[src/common/rv32i_pkg.sv]
// RV32I opcode values, J-type and B-type instruction formats, instruction union

package rv32i_pkg;

    // Control transfer opcodes seen by the front end
    localparam logic [6:0] op_jal    = 7'b1101111;
    localparam logic [6:0] op_branch = 7'b1100011;

    // J-type with immediate bits scattered as in the ISA manual
    typedef struct packed {
        logic       imm_20;
        logic [9:0] imm_10_1;
        logic       imm_11;
        logic [7:0] imm_19_12;
        logic [4:0] rd;
        logic [6:0] opcode;
    } j_fmt_t;

    // B-type with imm_12 as the sign bit
    typedef struct packed {
        logic       imm_12;
        logic [5:0] imm_10_5;
        logic [4:0] rs2;
        logic [4:0] rs1;
        logic [2:0] funct3;
        logic [3:0] imm_4_1;
        logic       imm_11;
        logic [6:0] opcode;
    } b_fmt_t;

    // One fetched word, viewed raw or by format
    typedef union packed {
        logic [31:0] raw;
        j_fmt_t      j;
        b_fmt_t      b;
    } instr_u;

endpackage : rv32i_pkg

[src/common/frontend_pkg.sv]
// Memory bus widths and the instruction queue entry type

package frontend_pkg;

    // Byte address width of the shared memory bus
    localparam int addr_w = 32;

    // Data word width of the shared memory bus
    localparam int data_w = 32;

    // One queue entry as seen by decode
    typedef struct packed {
        logic [addr_w-1:0] pc;
        logic [addr_w-1:0] next_pc;
        rv32i_pkg::instr_u instr;
    } i_queue_data;

endpackage : frontend_pkg

[src/common/mem_bus_if.sv]
// Link between one requester and the shared memory arbiter

`timescale 1ns/1ns

interface mem_bus_if;

    // Request side
    logic                              req;
    logic                              we;
    logic [frontend_pkg::addr_w-1:0]   addr;
    logic [frontend_pkg::data_w-1:0]   wdata;

    // Grant and read response
    logic                              gnt;
    logic                              rvalid;
    logic [frontend_pkg::data_w-1:0]   rdata;

    modport requester (
        output req,
        output we,
        output addr,
        output wdata,
        input  gnt,
        input  rvalid,
        input  rdata
    );

    modport arbiter (
        input  req,
        input  we,
        input  addr,
        input  wdata,
        output gnt,
        output rvalid,
        output rdata
    );

endinterface : mem_bus_if

[src/fetch/fetch_unit.sv]
// PC register, memory request sequencing, static next-PC prediction and queue writes of fetch

`timescale 1ns/1ns

module fetch_unit (
    input  logic                              clk,
    input  logic                              rst,
    input  logic                              run,
    input  logic [frontend_pkg::addr_w-1:0]   reset_pc,
    input  logic [frontend_pkg::addr_w-1:0]   redirect_pc,
    input  logic                              flush,
    mem_bus_if.requester                      bus,
    input  logic                              full,
    output logic                              write,
    output frontend_pkg::i_queue_data         data_in
);

    logic [frontend_pkg::addr_w-1:0] pc;
    logic [frontend_pkg::addr_w-1:0] pred_pc;
    logic [31:0]                     j_imm;
    logic [31:0]                     b_imm;
    rv32i_pkg::instr_u               word;
    logic                            pending;
    logic                            discard;
    logic                            take;

    // One request in flight at most
    assign bus.req   = run && !full && !pending;
    assign bus.we    = 1'b0;
    assign bus.addr  = pc;
    assign bus.wdata = '0;

    assign take = bus.req && bus.gnt;

    // Returned word, decoded both ways below
    assign word = bus.rdata;

    assign j_imm = {{11{word.j.imm_20}}, word.j.imm_20, word.j.imm_19_12,
                    word.j.imm_11, word.j.imm_10_1, 1'b0};
    assign b_imm = {{19{word.b.imm_12}}, word.b.imm_12, word.b.imm_11,
                    word.b.imm_10_5, word.b.imm_4_1, 1'b0};

    // JAL and backward branches taken and the rest fall through
    always_comb begin
        if (word.j.opcode == rv32i_pkg::op_jal) begin
            pred_pc = pc + j_imm;
        end else if (word.b.opcode == rv32i_pkg::op_branch && word.b.imm_12) begin
            pred_pc = pc + b_imm;
        end else begin
            pred_pc = pc + 32'd4;
        end
    end

    // Queue entry is written in the response cycle
    assign write           = bus.rvalid && !discard && !flush;
    assign data_in.pc      = pc;
    assign data_in.next_pc = pred_pc;
    assign data_in.instr   = word;

    always_ff @(posedge clk) begin
        if (rst) begin
            pc      <= reset_pc;
            pending <= 1'b0;
            discard <= 1'b0;
        end else begin
            if (take) begin
                pending <= 1'b1;
            end else if (bus.rvalid) begin
                pending <= 1'b0;
            end

            if (flush) begin
                pc <= redirect_pc;
                // Response of an old request must not reach the queue
                discard <= take;
            end else if (bus.rvalid) begin
                discard <= 1'b0;
                if (!discard) begin
                    pc <= pred_pc;
                end
            end
        end
    end

endmodule : fetch_unit

[src/flat_wrapper.sv]
// flat-port wrapper written by rule: the top's interface ports become plain ports
module fetch_unit_flat 
  (clk, rst, run, reset_pc, redirect_pc, flush, full, write, data_in, bus_req, bus_we, bus_addr, bus_wdata, bus_gnt, bus_rvalid, bus_rdata);
  mem_bus_if bus_i ();
  input  logic clk;
  input  logic rst;
  input  logic run;
  input  logic [frontend_pkg::addr_w-1:0] reset_pc;
  input  logic [frontend_pkg::addr_w-1:0] redirect_pc;
  input  logic flush;
  input  logic full;
  output logic write;
  output frontend_pkg::i_queue_data data_in;
  output wire logic [$bits(bus_i.req)-1:0] bus_req;
  output wire logic [$bits(bus_i.we)-1:0] bus_we;
  output wire logic [$bits(bus_i.addr)-1:0] bus_addr;
  output wire logic [$bits(bus_i.wdata)-1:0] bus_wdata;
  input wire logic [$bits(bus_i.gnt)-1:0] bus_gnt;
  input wire logic [$bits(bus_i.rvalid)-1:0] bus_rvalid;
  input wire logic [$bits(bus_i.rdata)-1:0] bus_rdata;
  assign bus_req = bus_i.req;
  assign bus_we = bus_i.we;
  assign bus_addr = bus_i.addr;
  assign bus_wdata = bus_i.wdata;
  assign bus_i.gnt = bus_gnt;
  assign bus_i.rvalid = bus_rvalid;
  assign bus_i.rdata = bus_rdata;
  fetch_unit u_core (.clk(clk), .rst(rst), .run(run), .reset_pc(reset_pc), .redirect_pc(redirect_pc), .flush(flush), .bus(bus_i), .full(full), .write(write), .data_in(data_in));
endmodule
[config.mk]
export PLATFORM = sky130hd
export DESIGN_NAME = fetch_unit_flat
export DESIGN_NICKNAME = d
export VERILOG_FILES = /design/src/common/rv32i_pkg.sv /design/src/common/frontend_pkg.sv /design/src/common/mem_bus_if.sv /design/src/fetch/fetch_unit.sv /design/src/flat_wrapper.sv
export SDC_FILE = /design/constraint.sdc
export NUM_CORES = 1
export LEC_CHECK = 0
export ABC_AREA = 0
export BUFFER_PORTS_ARGS = -buffer_cell sky130_fd_sc_hd__buf_2
export CORE_MARGIN = 5
export CORE_UTILIZATION = 51
export CTS_BUF_LIST = sky130_fd_sc_hd__clkbuf_8 sky130_fd_sc_hd__clkbuf_16
export DETAILED_ROUTE_END_ITERATION = 8
export HOLD_SLACK_MARGIN = 0.03
export PLACE_DENSITY = 0.9
export SLEW_MARGIN = 5
export SYNTH_ARGS = -nofsm -noshare
export SYNTH_HDL_FRONTEND = slang
export SYNTH_SLANG_ARGS = --single-unit
[constraint.sdc]
create_clock -name clk -period 3.4 [get_ports clk]
set_input_delay 0.51 -clock clk [delete_from_list [all_inputs] [get_ports clk]]
set_output_delay 0.51 -clock clk [all_outputs]
set_load 0.005 [all_outputs]
==> results.json <==
{
  "clk_root_buffer_cell": "clkbuf_16",
  "htreeDepth": 2,
  "worst_pin_slew_ns": 0.6610,
  "worstPathRequired_ns": 2.89,
  "grt_first_pass_wirelength_um": 41580,
  "post_syn_area_um2": 6491,
  "postLayoutSetupSlackWorst_ns": -0.1740,
  "fp.dieW_um": 122.8,
  "clk_pin_slew_ns": 0.05,
  "final_layout_size_suffix_gt1_share_pct": 46.46,
  "failed_checks": "negative setup slack",
  "power.total_mw": 3.181,
  "synth.yosys.seq_area_share_pct": 15.42,
  "worst_min_delay_path_category": "in2reg",
  "crit_type": "reg2out",
  "via_count_of_the_first_global_routing_pass": 7674,
  "cts.sink_count": 34,
  "finalCritPeriodShare_pct": 105.1,
  "grt_overflow_total": 0,
  "max-vdd-ir-drop_mv": 0.3965,
  "status": "finished with violations",
  "netlist_instances": 870,
  "source_to_sink_clock_delay_at_the_later_pin_of_the_worst_skew_pair_ns": 0.28,
  "post_synth_num_cell_types": 79,
  "drt_first_iter_violations": 1196,
  "n_antenna_cell": 0,
  "hold_viol_final": 0,
  "routed_wire_length_per_instance_um": 21.09,
  "async_reset_ff_share_pct": 0,
  "synth_top_flop_cell": "edfxtp_1",
  "crit_arrival_ns": 3.06,
  "final_max_slew_viol_count": 0,
  "via_count": 8470,
  "num-nets-final": 1349,
  "start_kind": "register",
  "timing.critical_path.cells": "ha_4 > o21ai_1 > o21bai_2 > o211ai_1 > a21o_2 > buf_6 > a211oi_4 > o21ai_2 > a21oi_2 > buf_4 > nand2_2 > xnor2_2 > buf_2",
  "groute.usage.overall_pct": 35.48,
  "critPathBufInv": 3,
  "worst_hold_slack_ns": 0.4990,
  "cpLargestDelayFamily": "compound AO/OA/AOI/OAI gates",
  "crit_path_max_incr_delay_ns": 0.50,
  "total_leakage_power_nw": 4.397,
  "worst_setup_path_end_kind": "output port",
  "io-pin-count": 266,
  "die_ar_um2": 15080,
  "design.core.area_um2": 12570,
  "synth_enable_flop_cells": 32,
  "viasPerCell": 6.169,
  "num_rows": 41,
  "rsz0062_at_grt": "true",
  "postSynthRegisterBits": 34,
  "number_of_remaining_drc_errors": 0,
  "cts_buffer_depth": 2,
  "syn_to_final_growth_pct": 44.45,
  "slowest_stage_cell_on_the_critical_path": "edfxtp_1",
  "yosysWarningCount": 0,
  "number_of_antenna_violations_at_the_first_check_in_global_routing": 0,
  "grt_max_degree": 36,
  "timing.clock.skew_ns": 0.003413,
  "route.final.wire_length_um": 28960,
  "start_util_pct": 51.65,
  "layout.filler_cells": 939,
  "floorplan.die.height_um": 122.8,
  "number_of_maximum_capacitance_violations": 0,
  "period_needed_ns": 3.574,
  "slew_headroom_pct": 55.89,
  "routabilityCongestion": 1.030,
  "postSynthAreaPerCell_um2": 7.461,
  "clock.fmax_mhz": 279.8,
  "max_fo_critical_path": 7,
  "tritoncts.num_buffers": 5,
  "clock_tree_from_tritoncts": "yes",
  "powerDensity_nw_per_um2": 339.3,
  "report.final.setup_viol": 13,
  "dpl.hpwl_um": 21980,
  "io_buffers": 232,
  "first_pass_iters": 5,
  "final_antenna_net_count": 0
}
[worst min-delay path: stages]
cell	delay (ns)
buf_2	0.09
a21oi_1	0.05
nor2_1	0.08
[where the power goes]
| part | total (mW) | switching (mW) | internal [mW] | leakage (nW) |
|---|---|---|---|---|
| clock network | 0.423 | 0.159 | 0.264 | 0.0724 |
| registers | 0.589 | 0.0725 | 0.516 | 0.349 |
| logic | 2.17 | 1.14 | 1.02 | 3.97 |
[area by class of cell]
type	instances	area (um^2)	share of cell area, %
Multi-Input combinational cell	699	5184	55.28
Timing Repair Buffer	435	2745	29.28
Sequential cell	34	1001	10.68
Tap cell	172	215.2	2.295
Clock buffer	5	125.1	1.334
Inverter	25	93.84	1.001
Clock inverter	3	12.51	0.1334
[routing by layer]
metal | part of all wire, % | vias up | GRT usage (%)
met5 | 0 | - | 0
met2 | 43 | 658 | 53.02
met3 | 14 | 102 | 7.834
li1 | - | 3763 | -
met4 | 3.8 | 0 | 12.53
met1 | 39 | 3947 | 50.20
[kinds of logic (layout without fill, tap and decap cells)]
| group | count (synthesis) | in the layout | share of synthesized area [%] |
|---|---|---|---|
| xor+xnor | 40 | 40 | 5.397 |
| fa+ha+maj | 46 | 46 | 9.098 |
| simple gates | 273 | 273 | 20.28 |
| buf+inv | 169 | 468 | 15.96 |
| compound gates | 293 | 293 | 31.61 |
| flops | 34 | 34 | 15.42 |
| other cells | 1 | 33 | 0.05777 |
| mux | 14 | 14 | 2.178 |
[cell usage after synthesis, drive strengths merged, types with 5 or more instances]
| library cell | instances | area, um^2 |
|---|---|---|
| a21o | 22 | 165.2 |
| inv | 25 | 93.84 |
| a22oi | 11 | 87.58 |
| xnor2 | 23 | 201.4 |
| nand2b | 7 | 43.79 |
| buf | 117 | 840.8 |
| a2111oi | 5 | 62.56 |
| nand3 | 24 | 120.1 |
| mux2i | 13 | 130.1 |
| a221o | 6 | 60.06 |
| edfxtp | 32 | 960.9 |
| o22ai | 14 | 87.58 |
| o211ai | 8 | 60.06 |
| a31oi | 9 | 77.57 |
| xor2 | 17 | 148.9 |
| a22o | 6 | 52.55 |
| o221ai | 6 | 52.55 |
| o21ai | 57 | 300.3 |
| nor2b | 6 | 37.54 |
| a21oi | 76 | 387.9 |
| clkbuf | 27 | 101.4 |
| nand2 | 82 | 307.8 |
| and4 | 9 | 78.83 |
| a211oi | 18 | 165.2 |
| or3 | 10 | 62.56 |
| and3 | 18 | 112.6 |
| a31o | 6 | 52.55 |
| nand4 | 14 | 87.58 |
| o21a | 12 | 90.09 |
| nor3 | 10 | 50.05 |
| ha | 44 | 550.5 |
| nor2 | 71 | 266.5 |
| and2 | 7 | 43.79 |
[flip-flops by register name, indices dropped and copies added (netlist names)]
name,count
u_core.pending,1
u_core.discard,1
u_core.bus.addr,32
[path summary, 6_finish.rpt]
check | depth (start not counted) | start | to | slack [ns]
hold reg to reg | 3 | u_core.pending | u_core.pending | 0.62
setup reg to reg | 13 | u_core.bus.addr[13] | u_core.bus.addr[30] | 0.07
setup / recovery | 13 | u_core.bus.addr[9] | data_in[63] | -0.17
hold / removal | 3 | bus_gnt | u_core.pending | 0.50
[cells in the final DEF (no fill, tap or decap), drive strengths merged, types with 23 or more instances in the layout]
cell type / instances
conb: 33
a21oi: 76
inv: 26
edfxtp: 32
o21ai: 57
buf: 434
nand3: 24
nand2: 82
ha: 44
nor2: 71
xnor2: 23
[metrics by stage]
| step | area (um^2) | setup slack [ns] | util [%] | setup TNS (ns) | instances |
|---|---|---|---|---|---|
| final | 9376 | -0.1740 | 74.60 | -1.331 | 1373 |
| after floorplan | 6611 | 0.3388 | - | 0 | 902 |
| after detailed placement | 8262 | -0.1349 | 65.73 | -0.9357 | 1324 |
| after CTS | 8892 | -0.05654 | 70.75 | -0.1767 | 1353 |
| after global placement | 8262 | -0.09737 | 65.73 | -0.4749 | 1324 |
| after global routing | 9376 | -0.2358 | 74.60 | -2.589 | 1373 |
[what timing repair did]
item                                    in CTS  in global routing
pin swaps                                   37                 27
hold buffers                                 0                  0
endpoints found under the setup margin      21                 24
resized for setup                           68                 74
setup buffers                               22                 20
Power figures use the tool's default switching activity.
