$ cat config.mk
export PLATFORM = sky130hd
export DESIGN_NAME = i_queue
export DESIGN_NICKNAME = d
export VERILOG_FILES = /design/src/common/rv32i_pkg.sv /design/src/common/frontend_pkg.sv /design/src/i_queue/i_queue.sv
export SDC_FILE = /design/constraint.sdc
export NUM_CORES = 1
export LEC_CHECK = 0
export ABC_AREA = 1
export BUFFER_PORTS_ARGS = -buffer_cell sky130_fd_sc_hd__buf_2
export CAP_MARGIN = 0
export CORE_MARGIN = 1.5
export CORE_UTILIZATION = 45
export CTS_BUF_LIST = sky130_fd_sc_hd__clkbuf_2
export DETAILED_ROUTE_END_ITERATION = 12
export PLACE_DENSITY_LB_ADDON = 0.25
export SETUP_SLACK_MARGIN = 0.15
export SLEW_MARGIN = 20
export SYNTH_ARGS = -nofsm -noshare
export SYNTH_HDL_FRONTEND = slang
export SYNTH_SLANG_ARGS = --single-unit
export TNS_END_PERCENT = 20
$ cat constraint.sdc
create_clock -name clk -period 12.5 [get_ports clk]
set_input_delay 1.25 -clock clk [delete_from_list [all_inputs] [get_ports clk]]
set_output_delay 1.25 -clock clk [all_outputs]
set_load 0.005 [all_outputs]
$ cat src/common/rv32i_pkg.sv
// RV32I opcode values, J-type and B-type instruction formats, instruction union

package rv32i_pkg;

    // Control transfer opcodes seen by the front end
    localparam logic [6:0] op_jal    = 7'b1101111;
    localparam logic [6:0] op_branch = 7'b1100011;

    // J-type with immediate bits scattered as in the ISA manual
    typedef struct packed {
        logic       imm_20;
        logic [9:0] imm_10_1;
        logic       imm_11;
        logic [7:0] imm_19_12;
        logic [4:0] rd;
        logic [6:0] opcode;
    } j_fmt_t;

    // B-type with imm_12 as the sign bit
    typedef struct packed {
        logic       imm_12;
        logic [5:0] imm_10_5;
        logic [4:0] rs2;
        logic [4:0] rs1;
        logic [2:0] funct3;
        logic [3:0] imm_4_1;
        logic       imm_11;
        logic [6:0] opcode;
    } b_fmt_t;

    // One fetched word, viewed raw or by format
    typedef union packed {
        logic [31:0] raw;
        j_fmt_t      j;
        b_fmt_t      b;
    } instr_u;

endpackage : rv32i_pkg

$ cat src/common/frontend_pkg.sv
// Memory bus widths and the instruction queue entry type

package frontend_pkg;

    // Byte address width of the shared memory bus
    localparam int addr_w = 32;

    // Data word width of the shared memory bus
    localparam int data_w = 32;

    // One queue entry as seen by decode
    typedef struct packed {
        logic [addr_w-1:0] pc;
        logic [addr_w-1:0] next_pc;
        rv32i_pkg::instr_u instr;
    } i_queue_data;

endpackage : frontend_pkg

$ cat src/i_queue/i_queue.sv
// Circular instruction queue with flush, bypass on empty and a registered pop output

`timescale 1ns/1ns

module i_queue #(
    parameter int entries = 8
) (
    input  logic                       clk,
    input  logic                       rst,
    input  logic                       flush,
    input  logic                       read,
    input  logic                       write,
    input  frontend_pkg::i_queue_data  data_in,
    output frontend_pkg::i_queue_data  data_out,
    output logic                       empty,
    output logic                       full
);

    localparam int ptr_w = (entries > 1) ? $clog2(entries) : 1;

    frontend_pkg::i_queue_data queue [entries];

    logic [ptr_w-1:0] head_ptr;
    logic [ptr_w-1:0] tail_ptr;
    logic [ptr_w-1:0] head_ptr_next;
    logic [ptr_w-1:0] tail_ptr_next;
    logic [ptr_w:0]   counter;
    logic             do_push;
    logic             do_pop;
    logic             bypass;

    // Wrap explicitly so any depth works
    assign head_ptr_next = (head_ptr == ptr_w'(entries - 1)) ? '0 : head_ptr + 1'b1;
    assign tail_ptr_next = (tail_ptr == ptr_w'(entries - 1)) ? '0 : tail_ptr + 1'b1;

    assign empty = (counter == '0);
    assign full  = (counter == (ptr_w + 1)'(entries));

    // Read and write together on empty go straight to the output
    assign bypass  = read && write && empty;
    assign do_pop  = read && !empty;
    assign do_push = write && !bypass && (!full || do_pop);

    // Entry storage
    always_ff @(posedge clk) begin
        if (do_push && !flush) begin
            queue[tail_ptr] <= data_in;
        end
    end

    always_ff @(posedge clk) begin
        if (rst || flush) begin
            head_ptr <= '0;
            tail_ptr <= '0;
            counter  <= '0;
            data_out <= '0;
        end else begin
            if (do_push) begin
                tail_ptr <= tail_ptr_next;
            end

            if (do_pop) begin
                data_out <= queue[head_ptr];
                head_ptr <= head_ptr_next;
            end else if (bypass) begin
                data_out <= data_in;
            end

            case ({do_push, do_pop})
                2'b10:   counter <= counter + 1'b1;
                2'b01:   counter <= counter - 1'b1;
                default: ;
            endcase
        end
    end

endmodule : i_queue

==> results.sh, run 1 <==
export IMPL_switching_share=0.260
export IMPL_reg2reg_to="queue[6][69]"
export IMPL_drc=0
export IMPL_dp_cells=4763
export IMPL_regArea_sq_mm=0.0253
export IMPL_grt_pass1_vias=25279
export IMPL_grt_max_degree=110
export IMPL_min_from="data_in[33]"
export IMPL_firstDrtPassIters=6
export IMPL_seqPwrFrac=0.585
export IMPL_layoutNonFillerInstCount=5253
export IMPL_ys_ff_latch=877
export IMPL_p_per_area_mw_per_mm2=133
export IMPL_fill_cells=7545
export IMPL_setup_violations=0
export IMPL_cap_violations=0
export IMPL_cts_sinks=877
export IMPL_end_kind="primary output"
export IMPL_clockPowerShare=0.347
export IMPL_std_cell_rows=105
export IMPL_r2r_start="counter[0]"
export IMPL_hold_viol=0
export IMPL_relSlewSlack=0.232
export IMPL_htreeDepth=4
export IMPL_tightest_slew_ns=1.15
export IMPL_wl_per_cell_microns=17.4
export IMPL_cts_buffer_depth=3
export IMPL_intPower_mw=4.10
export IMPL_core_area_sq_mm=0.0820
export IMPL_multi_input_area_sq_mm=0.00886
export IMPL_cts_made_buffers=219
export IMPL_post_cts_buffers=0
export IMPL_max_freq_mhz=254
export IMPL_cts_tree="built"
export IMPL_syn_avg_cell_area_sq_um=10.2
export IMPL_viasPerCell=4.92
export IMPL_gr_total_overflow=0
export IMPL_drive_above_1_share=0.154
export IMPL_die_h_microns=290
export IMPL_fin_worst_skew_ns=0.107
export IMPL_placed_area_sq_mm=0.0390
export IMPL_vias=25825
export IMPL_ys_warn_count=0
export IMPL_hold_path_end="queue[6][33]"
export IMPL_area_growth_pct=12.6
export IMPL_r2r_setup_slack_ns=8.67
export IMPL_gp_congestion=0.751
export IMPL_port_buffers=198
export IMPL_drv_slew=0
export IMPL_dp_hpwl_microns=47300
export IMPL_final_area_sq_mm=0.0419
export IMPL_mostFrequentLayoutCells="nand2_1 (1057), edfxtp_1 (768), inv_1 (592)"
export IMPL_rsz0062_at_grt="no"
export IMPL_critPathLaunchType="register"
export IMPL_antenna_found_initial=7
export IMPL_syn_inst=3659
export IMPL_root_buffer="clkbuf_2"
export IMPL_die_x_microns=290
export IMPL_grt_usage=0.217
export IMPL_ir_drop_v=0.0000716
export IMPL_clkTransAtPathRegs_ns=0.10
export IMPL_crit_fanout=23
export IMPL_ios=199
export IMPL_setup_tns_ns=0
export IMPL_grt_pass1_wl_microns=142000
export IMPL_start_util=0.454
export IMPL_period_share=0.316
export IMPL_ant_nets=0
export IMPL_cp_arrival_ns=2.69
export IMPL_comb_power_share=0.068
export IMPL_final_common_cell="nand2_1"
export IMPL_place_ws_ns=7.26
export IMPL_min_delay_path_class="primary input to register"
export IMPL_min_period_ns=3.94
export IMPL_status="completed"
export IMPL_die_area_sq_mm=0.0844
export IMPL_clk_insertion_delay_late_ns=1.41
export IMPL_wirelength_microns=91200
export IMPL_nNetsFinal=4099
export IMPL_required_ns=11.25
export IMPL_ys_seq_area_frac=0.679
export IMPL_drt_iter0_markers=1907
export IMPL_p_leak_nw=18.2
export IMPL_hold_depth=1
export IMPL_fin_util=0.511
export IMPL_syn_area_sq_mm=0.0372
export IMPL_r2r_cells=8
export IMPL_postLayoutSetupSlackWorst_ns=8.56
export IMPL_critical_path_class="register to primary output"
export IMPL_synthesis_nets=3767
export IMPL_ys_types=28
export IMPL_power_net_switching_mw=1.44
state kept, by name, summed over array words and instances (netlist names), named ones only:
signal / cells
counter: 4
data_out: 96
head_ptr: 3
queue: 768
tail_ptr: 3
routing by layer:
| layer | part of all wire | vias to the layer above | routed length (microns) | track usage |
|---|---|---|---|---|
| li1 | - | 12719 | - | - |
| met1 | 0.45 | 12213 | 40900 | 0.293 |
| met5 | 0.00079 | - | 72 | 0 |
| met4 | 0.018 | 10 | 1630 | 0.0702 |
| met3 | 0.071 | 123 | 6450 | 0.0479 |
| met2 | 0.46 | 760 | 42200 | 0.348 |
cell usage after synthesis (all sizes together):
| master | n | area share |
|---|---|---|
| clkbuf | 100 | 0.010 |
| nand4 | 2 | 0.00034 |
| dfxtp | 109 | 0.059 |
| buf | 100 | 0.014 |
| fa | 1 | 0.00054 |
| nand3 | 583 | 0.079 |
| edfxtp | 768 | 0.62 |
| a21oi | 98 | 0.014 |
| o21ai | 121 | 0.016 |
| nor2 | 32 | 0.0034 |
| nand2 | 1060 | 0.11 |
| clkinv | 1 | 0.00010 |
| ha | 6 | 0.0020 |
| inv | 599 | 0.060 |
| and2 | 78 | 0.013 |
| xnor2 | 1 | 0.00024 |
logic make-up (layout without fill, tap and decap cells):
kind of cell	Yosys count	count (layout)	synth area share
and+or+nand+nor	1755	1755	0.203
AOI/OAI and AO/OA	219	219	0.0305
adders and majority gates	7	7	0.00256
other	0	2	0
xor gates and xnor gates	1	1	0.000236
buffers and inverters	800	1322	0.0850
DFF	877	877	0.679
worst max path at each step:
stage | start | to | slack (ns)
finish | counter[0] | empty | 8.56
detailed placement | read | queue[7][62] | 7.26
global placement | read | queue[6][81] | 7.31
global route | counter[0] | empty | 8.29
floorplan | write | queue[0][0] | 5.94
CTS | counter[0] | empty | 8.34
worst max-delay path, stage by stage (launching register included):
cell,delay [ns]
dfxtp_1,0.38
nor2_4,0.16
nand3_2,0.13
clkinv_2,0.06
buf_4,0.33
buf_2,0.19
power groups by stage:
stage / clock [mW] / sequential (mW) / combinational (mW)
4_1_cts: 1.99 / 3.25 / 0.380
3_5_place_dp: 0 / 3.31 / 0.358
2_1_floorplan: 0 / 3.31 / 0.212
3_3_place_gp: 0 / 3.31 / 0.351
6_report: 1.92 / 3.25 / 0.376
5_1_grt: 2.13 / 3.25 / 0.421
cell type report:
class,instances,area share
Inverter,600,0.0543
Tap cell,1070,0.0320
Clock buffer,358,0.0428
Sequential cell,877,0.603
Antenna cell,2,0.000120
Multi-Input combinational cell,1982,0.212
Timing Repair Buffer,311,0.0494
Clock inverter,53,0.00619
through the flow:
stage	hold WS, ns	power [mW]
after floorplan	0.482	3.52
after global placement	0.488	3.66
after detailed placement	0.492	3.67
after CTS	0.00178	5.62
after global routing	0.0595	5.80
final	0.196	5.55
timing repair:
item,4_1_cts,5_1_grt
hold endpoints to repair,521,0
gates resized for setup,0,0
hold buffers,77,0
setup endpoints to repair,0,0
(Power assumes the default switching activity.)
==> run 2, diff against run 1 <==
--- a/config.mk
+++ b/config.mk
@@ -5,7 +5,7 @@
 export SDC_FILE = /design/constraint.sdc
 export NUM_CORES = 1
 export LEC_CHECK = 0
-export ABC_AREA = 1
+export ABC_AREA = 0
 export BUFFER_PORTS_ARGS = -buffer_cell sky130_fd_sc_hd__buf_2
 export CAP_MARGIN = 0
 export CORE_MARGIN = 1.5
==> constraint.sdc (replaced) <==
create_clock -name clk -period 3.9 [get_ports clk]
set_input_delay 0.39 -clock clk [delete_from_list [all_inputs] [get_ports clk]]
set_output_delay 0.39 -clock clk [all_outputs]
set_load 0.005 [all_outputs]
==> results.sh, run 2 <==
export IMPL_rsz0062_at_grt="no"
export IMPL_final_common_cell="edfxtp_1"
export IMPL_ant_nets=0
export IMPL_p_leak_nw=12.9
export IMPL_drc=0
export IMPL_grt_pass1_vias=18651
export IMPL_critPathLaunchType="register"
export IMPL_synthesis_nets=1635
export IMPL_wirelength_microns=76400
export IMPL_die_x_microns=273
export IMPL_required_ns=5.20
export IMPL_synth_flop_cell="edfxtp_1"
export IMPL_grt_pass1_wl_microns=115000
export IMPL_wl_per_cell_microns=23.8
export IMPL_fin_worst_skew_ns=0.0961
export IMPL_antenna_found_initial=7
export IMPL_critical_path_class="register to register"
export IMPL_cts_buffer_depth=3
export IMPL_drv_slew=0
export IMPL_htreeDepth=4
export IMPL_ios=199
export IMPL_gp_congestion=0.729
export IMPL_drt_iter0_markers=1323
export IMPL_synth_most_common_cell="edfxtp_1"
export IMPL_cts_made_buffers=205
export IMPL_std_cell_rows=98
export IMPL_crit_fanout=18
export IMPL_synth_top_area_share=0.702
export IMPL_mostFrequentLayoutCells="edfxtp_1 (768), clkbuf_2 (329), dlygate4sd3_1 (202)"
export IMPL_postLayoutSetupSlackWorst_ns=0.601
export IMPL_grt_usage=0.208
export IMPL_vias=17667
export IMPL_period_share=0.846
export IMPL_clkTransAtPathRegs_ns=0.11
export IMPL_ys_warn_count=0
export IMPL_synth_area_top_cells="edfxtp_1 (70%), mux4_2 (13%), dfxtp_1 (6.6%)"
export IMPL_area_growth_pct=19.6
export IMPL_setup_violations=0
export IMPL_largest_register="queue"
export IMPL_nNetsFinal=2187
export IMPL_min_period_ns=3.30
export IMPL_ys_async_sr_fraction=0
export IMPL_syn_area_sq_mm=0.0329
export IMPL_dp_hpwl_microns=39400
export IMPL_max_freq_mhz=303
export IMPL_hold_viol=0
export IMPL_place_ws_ns=1.07
export IMPL_largest_reg_flops=768
export IMPL_die_area_sq_mm=0.0747
export IMPL_min_delay_path_class="primary input to register"
export IMPL_syn_avg_cell_area_sq_um=21.5
export IMPL_cpMaxStageDelayCell="or4_1"
export IMPL_tightest_slew_ns=1.00
export IMPL_viasPerCell=5.50
export IMPL_p_per_area_mw_per_mm2=435
export IMPL_root_buffer="clkbuf_2"
export IMPL_r2r_setup_slack_ns=0.60
export IMPL_die_h_microns=273
export IMPL_synth_commonest_cells="edfxtp_1 (768), mux4_2 (193), dfxtp_1 (109), a22oi_1 (104), mux2i_1 (80)"
export IMPL_fin_util=0.547
export IMPL_cts_sinks=877
export IMPL_core_area_sq_mm=0.0719
export IMPL_reg_largest_list="queue: 768 flops, data_out: 96 flops, counter: 4 flops"
export IMPL_grt_max_degree=97
export IMPL_cp_arrival_ns=4.60
export IMPL_max_stage_delay_ns=0.76
export IMPL_end_kind="register"
export IMPL_ys_seq_area_frac=0.768
export IMPL_cts_tree="built"
export IMPL_cpMostUsedCell="dlygate4sd3_1"
export IMPL_ys_ff_latch=877
export IMPL_crit_chain="or4_1 -> o22ai_4 -> a22oi_1 -> dlygate4sd3_1 -> o21ai_0 -> dlygate4sd3_1"
export IMPL_syn_inst=1527
export IMPL_synth_edf_count=768
export IMPL_relSlewSlack=0.331
export IMPL_gr_total_overflow=0
export IMPL_ir_drop_v=0.000296
export IMPL_cap_violations=0
export IMPL_synth_top_area_cell="edfxtp_1"
export IMPL_clk_insertion_delay_late_ns=1.34
export IMPL_port_buffers=198
export IMPL_hold_slack_ns=0.280
export IMPL_status="completed"
export IMPL_start_util=0.458
export IMPL_ys_types=38
export IMPL_firstDrtPassIters=5
export IMPL_drive_above_1_share=0.364
run 2: cell types whose count changed after synthesis, sizes merged, moves of 19 or more:
cell    previous run  this run
mux2i              0        80
and2              78         0
mux4               0       193
nand2           1060         8
a22oi              0       114
inv              599         4
buf              100        57
clkbuf           100        40
o22ai              0        80
nand3            583         2
o21ai            121        20
a21oi             98         6
nor2              32        13
run 2: worst paths after layout:
check	startpoint	to	cells after the start
worst max-delay path	counter[0]	data_out[68]	6
worst min-delay path	write	counter[3]	5
worst max register to register	counter[0]	data_out[68]	6
worst min register to register	head_ptr[2]	register	2
run 2: per-layer routing:
metal,routed length [microns],track usage,up-vias
met1,32800,0.278,9206
met3,4640,0.0548,106
met5,47,0,-
met4,1280,0.0622,8
met2,37600,0.337,579
li1,-,-,7768
run 2: critical path: cells and delay by family, from the launching register on:
family	cells	cell delay [ns]
AOI/OAI and AO/OA	3	0.90
buffers and inverters	2	1.19
DFF	1	0.40
and+or+nand+nor	1	0.76
run 2: final cells by class:
class | instances | area [sq um]
fillers | 5779 | 32600
flip-flops and latches | 877 | 25300
clock inverters | 57 | 357
repair buffers | 442 | 3590
clock buffers | 329 | 1650
multi-input cells | 549 | 7250
diodes | 3 | 7.51
inverters | 4 | 15.0
well taps | 950 | 1190
run 2: cells by family (layout without fill, tap and decap cells):
group,after synthesis,in the layout,synth area share
xor+xnor,3,3,0.000799
compound gates,223,223,0.0501
other cells,0,3,0
fa+ha+maj,7,7,0.00289
mux,273,273,0.157
simple gates,43,43,0.00700
buf+inv,101,832,0.0147
flops,877,877,0.768
run 2: report_power, final:
group	switching (mW)	total [mW]	internal, mW	leakage [nW]
combinational	0.427	0.769	0.342	3.60
clock	3.57	6.03	2.46	1.53
sequential	0.0405	10.3	10.3	7.81
run 2: through the flow:
step | instances | power [mW] | setup TNS [ns] | cell area (sq um)
final | 3211 | 17.1 | 0 | 39300
after global routing | 3211 | 17.9 | 0 | 39300
after CTS | 3208 | 17.3 | 0 | 39300
after detailed placement | 2619 | 11.1 | 0 | 35200
after global placement | 2619 | 11.1 | 0 | 35200
after floorplan | 1527 | 10.8 | -171.28 | 32900
run 2: what timing repair did:
action	in CTS	in global routing
resized for setup	0	0
hold buffers	203	0
hold endpoints to repair	1454	0
buffers inserted	0	0
