==> src/common/rv32i_pkg.sv <==
// RV32I opcode values, J-type and B-type instruction formats, instruction union

package rv32i_pkg;

    // Control transfer opcodes seen by the front end
    localparam logic [6:0] op_jal    = 7'b1101111;
    localparam logic [6:0] op_branch = 7'b1100011;

    // J-type with immediate bits scattered as in the ISA manual
    typedef struct packed {
        logic       imm_20;
        logic [9:0] imm_10_1;
        logic       imm_11;
        logic [7:0] imm_19_12;
        logic [4:0] rd;
        logic [6:0] opcode;
    } j_fmt_t;

    // B-type with imm_12 as the sign bit
    typedef struct packed {
        logic       imm_12;
        logic [5:0] imm_10_5;
        logic [4:0] rs2;
        logic [4:0] rs1;
        logic [2:0] funct3;
        logic [3:0] imm_4_1;
        logic       imm_11;
        logic [6:0] opcode;
    } b_fmt_t;

    // One fetched word, viewed raw or by format
    typedef union packed {
        logic [31:0] raw;
        j_fmt_t      j;
        b_fmt_t      b;
    } instr_u;

endpackage : rv32i_pkg

==> src/common/frontend_pkg.sv <==
// Memory bus widths and the instruction queue entry type

package frontend_pkg;

    // Byte address width of the shared memory bus
    localparam int addr_w = 32;

    // Data word width of the shared memory bus
    localparam int data_w = 32;

    // One queue entry as seen by decode
    typedef struct packed {
        logic [addr_w-1:0] pc;
        logic [addr_w-1:0] next_pc;
        rv32i_pkg::instr_u instr;
    } i_queue_data;

endpackage : frontend_pkg

==> src/common/mem_bus_if.sv <==
// Link between one requester and the shared memory arbiter

`timescale 1ns/1ns

interface mem_bus_if;

    // Request side
    logic                              req;
    logic                              we;
    logic [frontend_pkg::addr_w-1:0]   addr;
    logic [frontend_pkg::data_w-1:0]   wdata;

    // Grant and read response
    logic                              gnt;
    logic                              rvalid;
    logic [frontend_pkg::data_w-1:0]   rdata;

    modport requester (
        output req,
        output we,
        output addr,
        output wdata,
        input  gnt,
        input  rvalid,
        input  rdata
    );

    modport arbiter (
        input  req,
        input  we,
        input  addr,
        input  wdata,
        output gnt,
        output rvalid,
        output rdata
    );

endinterface : mem_bus_if

==> src/hdl/mem_arbiter.sv <==
// Fixed-priority memory arbiter that favours the data port over fetch and routes read responses

`timescale 1ns/1ns

module mem_arbiter (
    input  logic                              clk,
    input  logic                              rst,
    mem_bus_if.arbiter                        data_port,
    mem_bus_if.arbiter                        fetch_port,
    output logic                              mem_en,
    output logic                              mem_we,
    output logic [frontend_pkg::addr_w-1:0]   mem_addr,
    output logic [frontend_pkg::data_w-1:0]   mem_wdata,
    input  logic [frontend_pkg::data_w-1:0]   mem_rdata
);

    logic rd_pending;
    logic rd_owner_data;

    // Data port always wins
    assign data_port.gnt  = data_port.req;
    assign fetch_port.gnt = fetch_port.req && !data_port.req;

    assign mem_en    = data_port.req || fetch_port.req;
    assign mem_we    = data_port.req ? data_port.we    : fetch_port.we;
    assign mem_addr  = data_port.req ? data_port.addr  : fetch_port.addr;
    assign mem_wdata = data_port.req ? data_port.wdata : fetch_port.wdata;

    // Remember who owns next cycle's read data
    always_ff @(posedge clk) begin
        if (rst) begin
            rd_pending    <= 1'b0;
            rd_owner_data <= 1'b0;
        end else begin
            rd_pending    <= mem_en && !mem_we;
            rd_owner_data <= data_port.req;
        end
    end

    assign data_port.rvalid  = rd_pending && rd_owner_data;
    assign fetch_port.rvalid = rd_pending && !rd_owner_data;

    // Both see the same data and rvalid tells them apart
    assign data_port.rdata  = mem_rdata;
    assign fetch_port.rdata = mem_rdata;

endmodule : mem_arbiter

==> src/flat_wrapper.sv <==
// flat-port wrapper written by rule: the top's interface ports become plain ports
module mem_arbiter_flat 
  (clk, rst, mem_en, mem_we, mem_addr, mem_wdata, mem_rdata, data_port_req, data_port_we, data_port_addr, data_port_wdata, data_port_gnt, data_port_rvalid, data_port_rdata, fetch_port_req, fetch_port_we, fetch_port_addr, fetch_port_wdata, fetch_port_gnt, fetch_port_rvalid, fetch_port_rdata);
  mem_bus_if data_port_i ();
  mem_bus_if fetch_port_i ();
  input  logic clk;
  input  logic rst;
  output logic mem_en;
  output logic mem_we;
  output logic [frontend_pkg::addr_w-1:0] mem_addr;
  output logic [frontend_pkg::data_w-1:0] mem_wdata;
  input  logic [frontend_pkg::data_w-1:0] mem_rdata;
  input wire logic [$bits(data_port_i.req)-1:0] data_port_req;
  input wire logic [$bits(data_port_i.we)-1:0] data_port_we;
  input wire logic [$bits(data_port_i.addr)-1:0] data_port_addr;
  input wire logic [$bits(data_port_i.wdata)-1:0] data_port_wdata;
  output wire logic [$bits(data_port_i.gnt)-1:0] data_port_gnt;
  output wire logic [$bits(data_port_i.rvalid)-1:0] data_port_rvalid;
  output wire logic [$bits(data_port_i.rdata)-1:0] data_port_rdata;
  input wire logic [$bits(fetch_port_i.req)-1:0] fetch_port_req;
  input wire logic [$bits(fetch_port_i.we)-1:0] fetch_port_we;
  input wire logic [$bits(fetch_port_i.addr)-1:0] fetch_port_addr;
  input wire logic [$bits(fetch_port_i.wdata)-1:0] fetch_port_wdata;
  output wire logic [$bits(fetch_port_i.gnt)-1:0] fetch_port_gnt;
  output wire logic [$bits(fetch_port_i.rvalid)-1:0] fetch_port_rvalid;
  output wire logic [$bits(fetch_port_i.rdata)-1:0] fetch_port_rdata;
  assign data_port_i.req = data_port_req;
  assign data_port_i.we = data_port_we;
  assign data_port_i.addr = data_port_addr;
  assign data_port_i.wdata = data_port_wdata;
  assign data_port_gnt = data_port_i.gnt;
  assign data_port_rvalid = data_port_i.rvalid;
  assign data_port_rdata = data_port_i.rdata;
  assign fetch_port_i.req = fetch_port_req;
  assign fetch_port_i.we = fetch_port_we;
  assign fetch_port_i.addr = fetch_port_addr;
  assign fetch_port_i.wdata = fetch_port_wdata;
  assign fetch_port_gnt = fetch_port_i.gnt;
  assign fetch_port_rvalid = fetch_port_i.rvalid;
  assign fetch_port_rdata = fetch_port_i.rdata;
  mem_arbiter u_core (.clk(clk), .rst(rst), .data_port(data_port_i), .fetch_port(fetch_port_i), .mem_en(mem_en), .mem_we(mem_we), .mem_addr(mem_addr), .mem_wdata(mem_wdata), .mem_rdata(mem_rdata));
endmodule
==> config.mk <==
export PLATFORM = sky130hd
export DESIGN_NAME = mem_arbiter_flat
export DESIGN_NICKNAME = d
export VERILOG_FILES = /design/src/common/rv32i_pkg.sv /design/src/common/frontend_pkg.sv /design/src/common/mem_bus_if.sv /design/src/hdl/mem_arbiter.sv /design/src/flat_wrapper.sv
export SDC_FILE = /design/constraint.sdc
export NUM_CORES = 1
export LEC_CHECK = 0
export ABC_AREA = 1
export BUFFER_PORTS_ARGS = -buffer_cell sky130_fd_sc_hd__buf_4
export CORE_AREA = 2 2 117 119
export CTS_CLUSTER_SIZE = 14
export DETAILED_ROUTE_END_ITERATION = 10
export DIE_AREA = 0 0 119 121
export GPL_TIMING_DRIVEN = 0
export HOLD_SLACK_MARGIN = 0.1
export PLACE_DENSITY_LB_ADDON = 0.15
export SYNTH_ARGS = -nofsm -noshare
export SYNTH_HDL_FRONTEND = slang
export SYNTH_SLANG_ARGS = --single-unit
==> constraint.sdc <==
create_clock -name clk -period 0.8 [get_ports clk]
set_input_delay 0.04 -clock clk [delete_from_list [all_inputs] [get_ports clk]]
set_output_delay 0.04 -clock clk [all_outputs]
set_load 0.01 [all_outputs]
==> results of run 1 <==
## worst paths after layout
kind,from,end,slack (ns),depth (start not counted)
worst max-delay path,u_core.rd_pending,fetch_port_rvalid,-0.02,3
worst min-delay path,fetch_port_we,u_core.rd_pending,0.09,4
## cell families after synthesis
kind of cell	share of synthesized area (%)
buffers and inverters	42.3
DFF	2.89
and+or+nand+nor	54.8
## final cells by class
class                           instances  share of cell area (%)
Multi-Input combinational cell        202                    19.8
Timing Repair Buffer                  278                    55.2
Buffer                                 79                    16.0
Tap cell                              176                    5.40
Inverter                                5                   0.767
Sequential cell                         2                    1.04
Clock buffer                            3                    1.84
## flip-flops by register name, indices dropped and copies added (netlist names)
| name | flops |
|---|---|
| u_core.rd_owner_data | 1 |
| u_core.rd_pending | 1 |
## cells in the final DEF, fill, tap and decap left out
cell / synthesis / layout
buf_4: 69 / 321
nand2_1: 198 / 179
nand2_2: 0 / 19
buf_6: 0 / 19
clkbuf_16: 0 / 8
buf_8: 0 / 4
buf_12: 0 / 3
buf_2: 9 / 3
nor2_1: 4 / 3
inv_1: 4 / 2
inv_2: 1 / 2
dfxtp_2: 0 / 2
clkinv_8: 0 / 1
clkbuf_4: 0 / 1
nor2_2: 0 / 1
dlygate4sd3_1: 0 / 1
## power by group through the flow
stage	clock [uW]	combinational, uW	sequential [uW]
after detailed placement	0	2090	110
after global routing	774	2480	112
after CTS	763	2140	110
after global placement	0	2090	110
after floorplan	0	832	110
final	745	2300	112
## tightest hold or removal path, cell delays in order
cell	delay, ns
buf_4	0.08
nand2_2	0.04
nand2_2	0.06
nor2_1	0.04
## cells in the mapped netlist
library cell | instances | area [um2]
buf_2 | 9 | 45.0
buf_4 | 69 | 518
clkbuf_1 | 1 | 3.75
dfxtp_1 | 2 | 40.0
inv_1 | 4 | 15.0
inv_2 | 1 | 3.75
nand2_1 | 198 | 743
nor2_1 | 4 | 15.0
## metrics by stage
| step | instance area [um2] | utilization, % | setup slack, ns | hold slack, ns | cells |
|---|---|---|---|---|---|
| 2_1_floorplan | 1380 | - | 0.209 | 0.112 | 288 |
| 3_3_place_gp | 3610 | 27.6 | -0.269 | 0.210 | 731 |
| 3_5_place_dp | 3610 | 27.6 | -0.273 | 0.213 | 731 |
| 4_1_cts | 3770 | 28.8 | -0.0332 | 0.0945 | 739 |
| 5_1_grt | 4080 | 31.2 | -0.0577 | 0.108 | 745 |
| 6_report | 4080 | 31.2 | -0.0169 | 0.0904 | 745 |
## routing by layer
| metal | part of all wire, % | wire length (um) |
|---|---|---|
| met1 | 34 | 2790 |
| met2 | 55 | 4570 |
| met3 | 10 | 839 |
| met4 | 0.85 | 70 |
| met5 | 0 | 0 |
## timing repair
action | in CTS | in global routing
hold endpoints to repair | 2 | 0
pin swaps | 0 | 4
buffers inserted | 4 | 1
gates resized for setup | 19 | 55
setup endpoints to repair | 50 | 65
cloned | 0 | 5
hold buffers | 1 | 0
==> flow_summary.json, run 1 <==
{
  "core_area_um2": 13100,
  "rsz0062_at_grt": "yes",
  "postRouteAntennaNets": 0,
  "intPower_uw": 2180,
  "pwr-share-comb_pct": 72.8,
  "grt_pass1_wl_mm": 11.4,
  "seqPwrFrac_pct": 3.5,
  "p_switching_uw": 972,
  "ctsLongestPathBuffers": 2,
  "grt_pass1_vias": 2406,
  "power_uw": 3150,
  "fin_setup_tns_ns": -0.0169,
  "max_freq_mhz": 1220,
  "synthCells": 288,
  "chipHeight_um": 121,
  "maxSlewHeadroom_pct": 87.9,
  "place.gp.congestion": 0.738,
  "crit_fanout": 2,
  "yosysSeqAreaShare_pct": 2.89,
  "nFillCells": 1434,
  "violations": "negative setup slack",
  "worstMarginPinSlew_ns": 0.181,
  "p_per_area_nw_per_um2": 773,
  "io_pins": 300,
  "drive_above_1_share_pct": 67.5,
  "min_period_ns": 0.817,
  "period_share_pct": 102,
  "ir_drop_v": 0.000410,
  "track_usage_pct": 9.63,
  "die-area_um2": 14400,
  "cp_top_family": "flip-flops",
  "num_vias": 2587,
  "hold_class": "input port to flip-flop",
  "gr-usage-met2_pct": 19.3,
  "cts_tree": "yes",
  "first_pass_iters": 5,
  "ys_types": 8,
  "worst_slack_ns": -0.0169,
  "critical_path_class": "flip-flop to primary output",
  "maxCapViolations": 0,
  "gr-total-overflow": 0,
  "die_w_um": 119,
  "post-dp-hpwl_mm": 6.90,
  "floorplan.initialDensity_pct": 10.6,
  "nNetsFinal": 737,
  "diodes": 0,
  "finalSetupViolCount": 1,
  "crit_buf_inv": 2,
  "crit_chain": "inv_2 -> nor2_2 -> buf_4",
  "cts.sinks": 2,
  "drv_slew": 0,
  "multi_input_area_um2": 808,
  "crit_path_max_incr_delay_ns": 0.32,
  "clk_pin_slew_ns": 0.03,
  "area_growth_pct": 195,
  "critical_path.slowest_cell": "dfxtp_2",
  "switching_share_pct": 30.8,
  "p_leak_uw": 0.00247,
  "wire_per_inst_um": 11.1,
  "crit_required_ns": 0.76,
  "top_usage_layer": "met2",
  "ys_seq_elements": 2,
  "drt_wl_total_mm": 8.27,
  "dr.first_iter.drc_count": 59,
  "routed_via_density": 3.47,
  "h-tree-depth": 1,
  "startpoint_type": "flip-flop",
  "cp-end-kind": "primary output",
  "hold_viol_final": 0,
  "num_rows": 42,
  "numCtsBuffers": 3,
  "clkPwrFrac_pct": 23.6,
  "syn_area_um2": 1380,
  "synth_warnings": 0,
  "grt_max_degree": 11,
  "status": "finished with violations",
  "met3_usage_pct": 2.30,
  "met1_usage_pct": 10.1,
  "root_buffer": "clkbuf_16",
  "drcViolationCount": 0,
  "syn-num-nets": 454,
  "arrival_ns": 0.78,
  "portBuffers": 267,
  "seq_area_um2": 42.5,
  "antenna_found_initial": 0,
  "avgSynthCellArea_um2": 4.80
}
Power figures use the tool's default switching activity.
==> inputs of run 2 (changes only) <==
Settings changed: ABC_AREA 1 to not set, MAX_ROUTING_LAYER set to met4.
==> run 2 against run 1 <==
- the flow still finishes with violations (negative setup slack)
- utilization down 1.4 points
- non-clock buffer count down 14
- area after synthesis up 1.1%
- die area unchanged
- clock power up 0.9%
- critical endpoint is now mem_addr[31]
==> flow_summary.json, run 2 <==
{
  "status": "finished with violations",
  "violations": "negative setup slack",
  "maxSlewHeadroom_pct": 87.3,
  "critPathMostFrequentCell": "buf_12",
  "synthCells": 148,
  "critical_path_class": "input port to primary output",
  "layout_commonest_cell": "buf_4",
  "die-area_um2": 14400,
  "crit_path_max_incr_delay_ns": 0.29,
  "antenna_found_initial": 0,
  "syn-num-nets": 314,
  "first_pass_iters": 4,
  "startpoint_type": "input port",
  "yosysSeqAreaShare_pct": 2.86,
  "place.gp.congestion": 0.679,
  "die_w_um": 119,
  "layout_common_cells": "319 x buf_4, 52 x mux2_2, 18 x buf_6",
  "crit_required_ns": 0.76,
  "instances_no_fill": 597,
  "ys_types": 12,
  "root_buffer": "clkbuf_16",
  "ir_drop_v": 0.000530,
  "hold_viol_final": 0,
  "portBuffers": 266,
  "critical_path.slowest_cell": "mux2_4",
  "wire_per_inst_um": 12.6,
  "dp.cells": 590,
  "p_per_area_nw_per_um2": 791,
  "h-tree-depth": 1,
  "drv_slew": 0,
  "min_delay_path_depth": 3,
  "cts_tree": "yes",
  "ctsLongestPathBuffers": 2,
  "post-dp-hpwl_mm": 6.74,
  "avgSynthCellArea_um2": 9.45,
  "postRouteAntennaNets": 0,
  "crit_fanout": 6,
  "syn_area_um2": 1400,
  "maxCapViolations": 0,
  "drcViolationCount": 0,
  "synth_ff_type": "dfxtp_1",
  "core_area_um2": 13100,
  "largestRegisters": "u_core.rd_owner_data x1, u_core.rd_pending x1",
  "hold_class": "input port to flip-flop",
  "diodes": 0,
  "min_period_ns": 0.890,
  "area_growth_pct": 178,
  "worst_slack_ns": -0.0905,
  "max_freq_mhz": 1120,
  "synth-edff-count": 0,
  "rsz0062_at_grt": "yes",
  "num_vias": 2029,
  "drt_wl_total_mm": 7.51,
  "synth_area_leaders": "mux2_2 46%, buf_4 35%, mux2_4 8.6%",
  "num_rows": 42,
  "numCtsBuffers": 3,
  "floorplan.initialDensity_pct": 10.7,
  "period_share_pct": 111,
  "p_leak_uw": 0.00209,
  "gr-total-overflow": 0,
  "crit_chain": "buf_12 -> buf_12 -> buf_8 -> mux2_4 -> buf_6",
  "io_pins": 300,
  "cts.sinks": 2,
  "worstMarginPinSlew_ns": 0.189,
  "fin_setup_tns_ns": -3.40,
  "dr.first_iter.drc_count": 16,
  "synthTopCellsByCount": "65 x buf_4, 57 x mux2_2, 8 x mux2_4",
  "netlist.area_leader.share_pct": 45.9,
  "track_usage_pct": 9.50,
  "drive_above_1_share_pct": 98.6,
  "async_flop_share_pct": 0,
  "synth_warnings": 0,
  "grt_max_degree": 11,
  "routed_via_density": 3.40,
  "grt_pass1_wl_mm": 10.5,
  "synth_most_common_cell": "buf_4",
  "ys_seq_elements": 2,
  "synth_top_area_cell": "mux2_2",
  "nNetsFinal": 589,
  "chipHeight_um": 121,
  "grt_pass1_vias": 2046,
  "power_uw": 3080,
  "cp-end-kind": "primary output",
  "arrival_ns": 0.85,
  "clk_pin_slew_ns": 0.03,
  "finalSetupViolCount": 66
}
## run 2: cell types whose count changed after synthesis, sizes merged
cell	previous run	this run
or2	0	1
inv	5	0
nand2	198	0
and2	0	1
buf	78	73
nor2b	0	3
a21o	0	1
mux2	0	65
nor3b	0	1
nor2	4	1
clkbuf	1	0
## run 2: where the power goes
group	total (uW)	internal, uW	switching [uW]
clock network	752	636	116
registers	112	108	4.61
logic	2210	1490	718
total	3080	2240	839
## run 2: logic make-up (layout without fill, tap and decap cells)
family	Yosys count	after routing	synth area share [%]
buffers and inverters	73	346	39.1
flip-flops	2	2	2.86
AND/OR/NAND/NOR	7	7	3.04
multiplexers	65	65	54.5
AO/OA/AOI/OAI	1	1	0.537
## run 2: cell type report
type / count / area [um2]
well taps: 176 / 220
plain buffers: 73 / 589
clock buffers: 3 / 75.1
fillers: 1384 / 9190
repair buffers: 270 / 2120
multi-input cells: 73 / 843
flip-flops and latches: 2 / 42.5
## run 2: routing by layer
layer	wire length, um	vias up	track usage, %
met4	10	0	0.893
li1	-	988	-
met2	4170	155	18.5
met3	974	2	3.85
met5	0	-	-
met1	2350	884	9.10
## run 2: stage by stage
step                area, um2  hold WS (ns)  utilization [%]  setup WS (ns)
floorplan                1400         0.112                -         0.0417
global placement         3620         0.223             27.6         -0.202
detailed placement       3620         0.222             27.6         -0.200
CTS                      3890         0.132             29.7         -0.105
global route             3890         0.145             29.7         -0.120
finish                   3890         0.139             29.7        -0.0905
## run 2: worst paths after layout
| check | start | slack (ns) | end |
|---|---|---|---|
| worst min-delay path | data_port_we | 0.14 | u_core.rd_pending |
| worst max-delay path | data_port_req | -0.09 | mem_addr[31] |
## run 2: critical path, delay by kind of cell
family | cells | cell delay (ns)
buf+inv | 4 | 0.51
mux | 1 | 0.29
## run 2: what timing repair did
action,CTS,global route
resized for setup,42,1
setup buffers,2,0
cloned,1,0
pin swaps,1,0
setup endpoints to repair,68,69
endpoints found under the hold margin,1,0
hold buffers,1,0
==> inputs of run 3 (changes only) <==
Settings changed: TNS_END_PERCENT set to 20.
==> run 3 against run 2 <==
- the flow still finishes with violations (negative setup slack)
- via count is 0.30% lower
- die area stayed put
- flip-flop and latch count stayed put
- clock power hardly changed
- final area is 0.26% lower
- non-clock buffer count stayed put
- sequential share of layout area hardly changed
- critical path depth stayed put
- power is 0.23% lower
- count of clock-buffer cells in the layout stayed put
- cell count stayed put
- combinational power hardly changed
- critical path type unchanged
- critical endpoint unchanged
- largest cell class unchanged
- largest power group unchanged
==> flow_summary.json, run 3 (synthesized netlist as in run 2, its figures left out) <==
{
  "min_delay_path_depth": 3,
  "io_pins": 300,
  "num_vias": 2023,
  "h-tree-depth": 1,
  "chipHeight_um": 121,
  "violations": "negative setup slack",
  "critical_path_class": "input port to primary output",
  "area_growth_pct": 177,
  "cp-end-kind": "primary output",
  "hold_class": "input port to flip-flop",
  "drcViolationCount": 0,
  "grt_pass1_wl_mm": 10.5,
  "worstMarginPinSlew_ns": 0.189,
  "first_pass_iters": 4,
  "die-area_um2": 14400,
  "crit_buf_inv": 4,
  "routed_via_density": 3.39,
  "crit_fanout": 6,
  "rsz0062_at_grt": "yes",
  "hold_viol_final": 0,
  "status": "finished with violations",
  "crit_path_max_incr_delay_ns": 0.29,
  "place.gp.congestion": 0.679,
  "p_leak_uw": 0.00209,
  "crit_required_ns": 0.76,
  "max_freq_mhz": 1120,
  "maxCapViolations": 0,
  "dp.cells": 590,
  "core_area_um2": 13100,
  "instances_no_fill": 597,
  "power_uw": 3070,
  "wire_per_inst_um": 12.5,
  "diodes": 0,
  "grt_pass1_vias": 2033,
  "worst_slack_ns": -0.0915,
  "antenna_found_initial": 0,
  "critical_path.slowest_cell": "mux2_4",
  "layout_commonest_cell": "buf_4",
  "ir_drop_v": 0.000527,
  "crit_chain": "buf_12 -> buf_12 -> buf_8 -> mux2_4 -> buf_6",
  "cts.sinks": 2,
  "ctsLongestPathBuffers": 2,
  "dr.first_iter.drc_count": 16,
  "post-dp-hpwl_mm": 6.74,
  "numCtsBuffers": 3,
  "grt_max_degree": 11,
  "floorplan.initialDensity_pct": 10.7,
  "track_usage_pct": 9.48,
  "portBuffers": 266,
  "fin_setup_tns_ns": -3.45,
  "final_util_pct": 29.7,
  "die_w_um": 119,
  "largestRegisters": "u_core.rd_owner_data x1, u_core.rd_pending x1",
  "layout_common_cells": "320 x buf_4, 52 x mux2_2, 17 x buf_6",
  "hold_end": "u_core.rd_pending",
  "cp_top_family": "buffers and inverters",
  "p_per_area_nw_per_um2": 791,
  "maxSlewHeadroom_pct": 87.3,
  "drv_slew": 0,
  "startpoint_type": "input port",
  "num_rows": 42,
  "clk_pin_slew_ns": 0.03,
  "critPathMostFrequentCell": "buf_12",
  "holdCritStartpoint": "data_port_we",
  "arrival_ns": 0.85,
  "nNetsFinal": 589,
  "gr-total-overflow": 0,
  "finalSetupViolCount": 66,
  "root_buffer": "clkbuf_16",
  "min_period_ns": 0.891,
  "period_share_pct": 111,
  "nFillCells": 1385,
  "postRouteAntennaNets": 0,
  "cts_tree": "yes",
  "drive_above_1_share_pct": 98.3,
  "drt_wl_total_mm": 7.48
}
[run 3: cell counts in the layout (fill, tap and decap cells not counted)]
Identical to the previous run, type by type.
[run 3: report_power, final]
group          leakage (uW)  switching, uW  internal, uW
Sequential        0.0000169           2.70           107
Combinational       0.00203            718          1490
Clock             0.0000370            116           636
Total               0.00209            836          2230
[run 3: repair_timing]
action / in CTS / in global routing
setup buffers: 2 / 0
resized for setup: 36 / 4
hold endpoints to repair: 1 / 0
hold buffers: 1 / 0
endpoints found under the setup margin: 68 / 69
pin swaps: 1 / 0
gates cloned: 1 / 0
[run 3: tightest hold or removal path: cells and delay by family]
family          cells  cell delay [ns]
buf+inv             1             0.09
compound gates      1             0.14
simple gates        1             0.04
[run 3: cell type report]
| class | count | area (um2) | area share (%) |
|---|---|---|---|
| repair buffers | 270 | 2120 | 54.5 |
| flip-flops and latches | 2 | 41.3 | 1.06 |
| well taps | 176 | 220 | 5.67 |
| plain buffers | 73 | 589 | 15.2 |
| multi-input cells | 73 | 838 | 21.6 |
| clock buffers | 3 | 75.1 | 1.93 |
[run 3: worst max path at each step]
| stage | slack (ns) | from | endpoint | cells after the start |
|---|---|---|---|---|
| floorplan | 0.04 | data_port_req | mem_addr[21] | 4 |
| global placement | -0.20 | data_port_req | mem_addr[21] | 5 |
| detailed placement | -0.20 | data_port_req | mem_addr[25] | 5 |
| CTS | -0.10 | data_port_req | mem_addr[29] | 5 |
| global route | -0.12 | data_port_req | mem_addr[29] | 5 |
| finish | -0.09 | data_port_req | mem_addr[31] | 5 |
[run 3: through the flow]
step / cell area, um2 / hold WS [ns] / setup slack [ns]
final: 3880 / 0.147 / -0.0915
after global routing: 3880 / 0.153 / -0.120
after CTS: 3870 / 0.140 / -0.105
after detailed placement: 3620 / 0.222 / -0.200
after global placement: 3620 / 0.223 / -0.202
after floorplan: 1400 / 0.112 / 0.0417
[run 3: metal layers]
metal,wire (um),up-vias,GRT usage [%],share of wire (%)
met5,0,-,-,0
met4,10,0,0.893,0.13
met3,976,2,3.85,13
met2,4150,155,18.4,55
met1,2350,878,9.13,31
li1,-,988,-,-
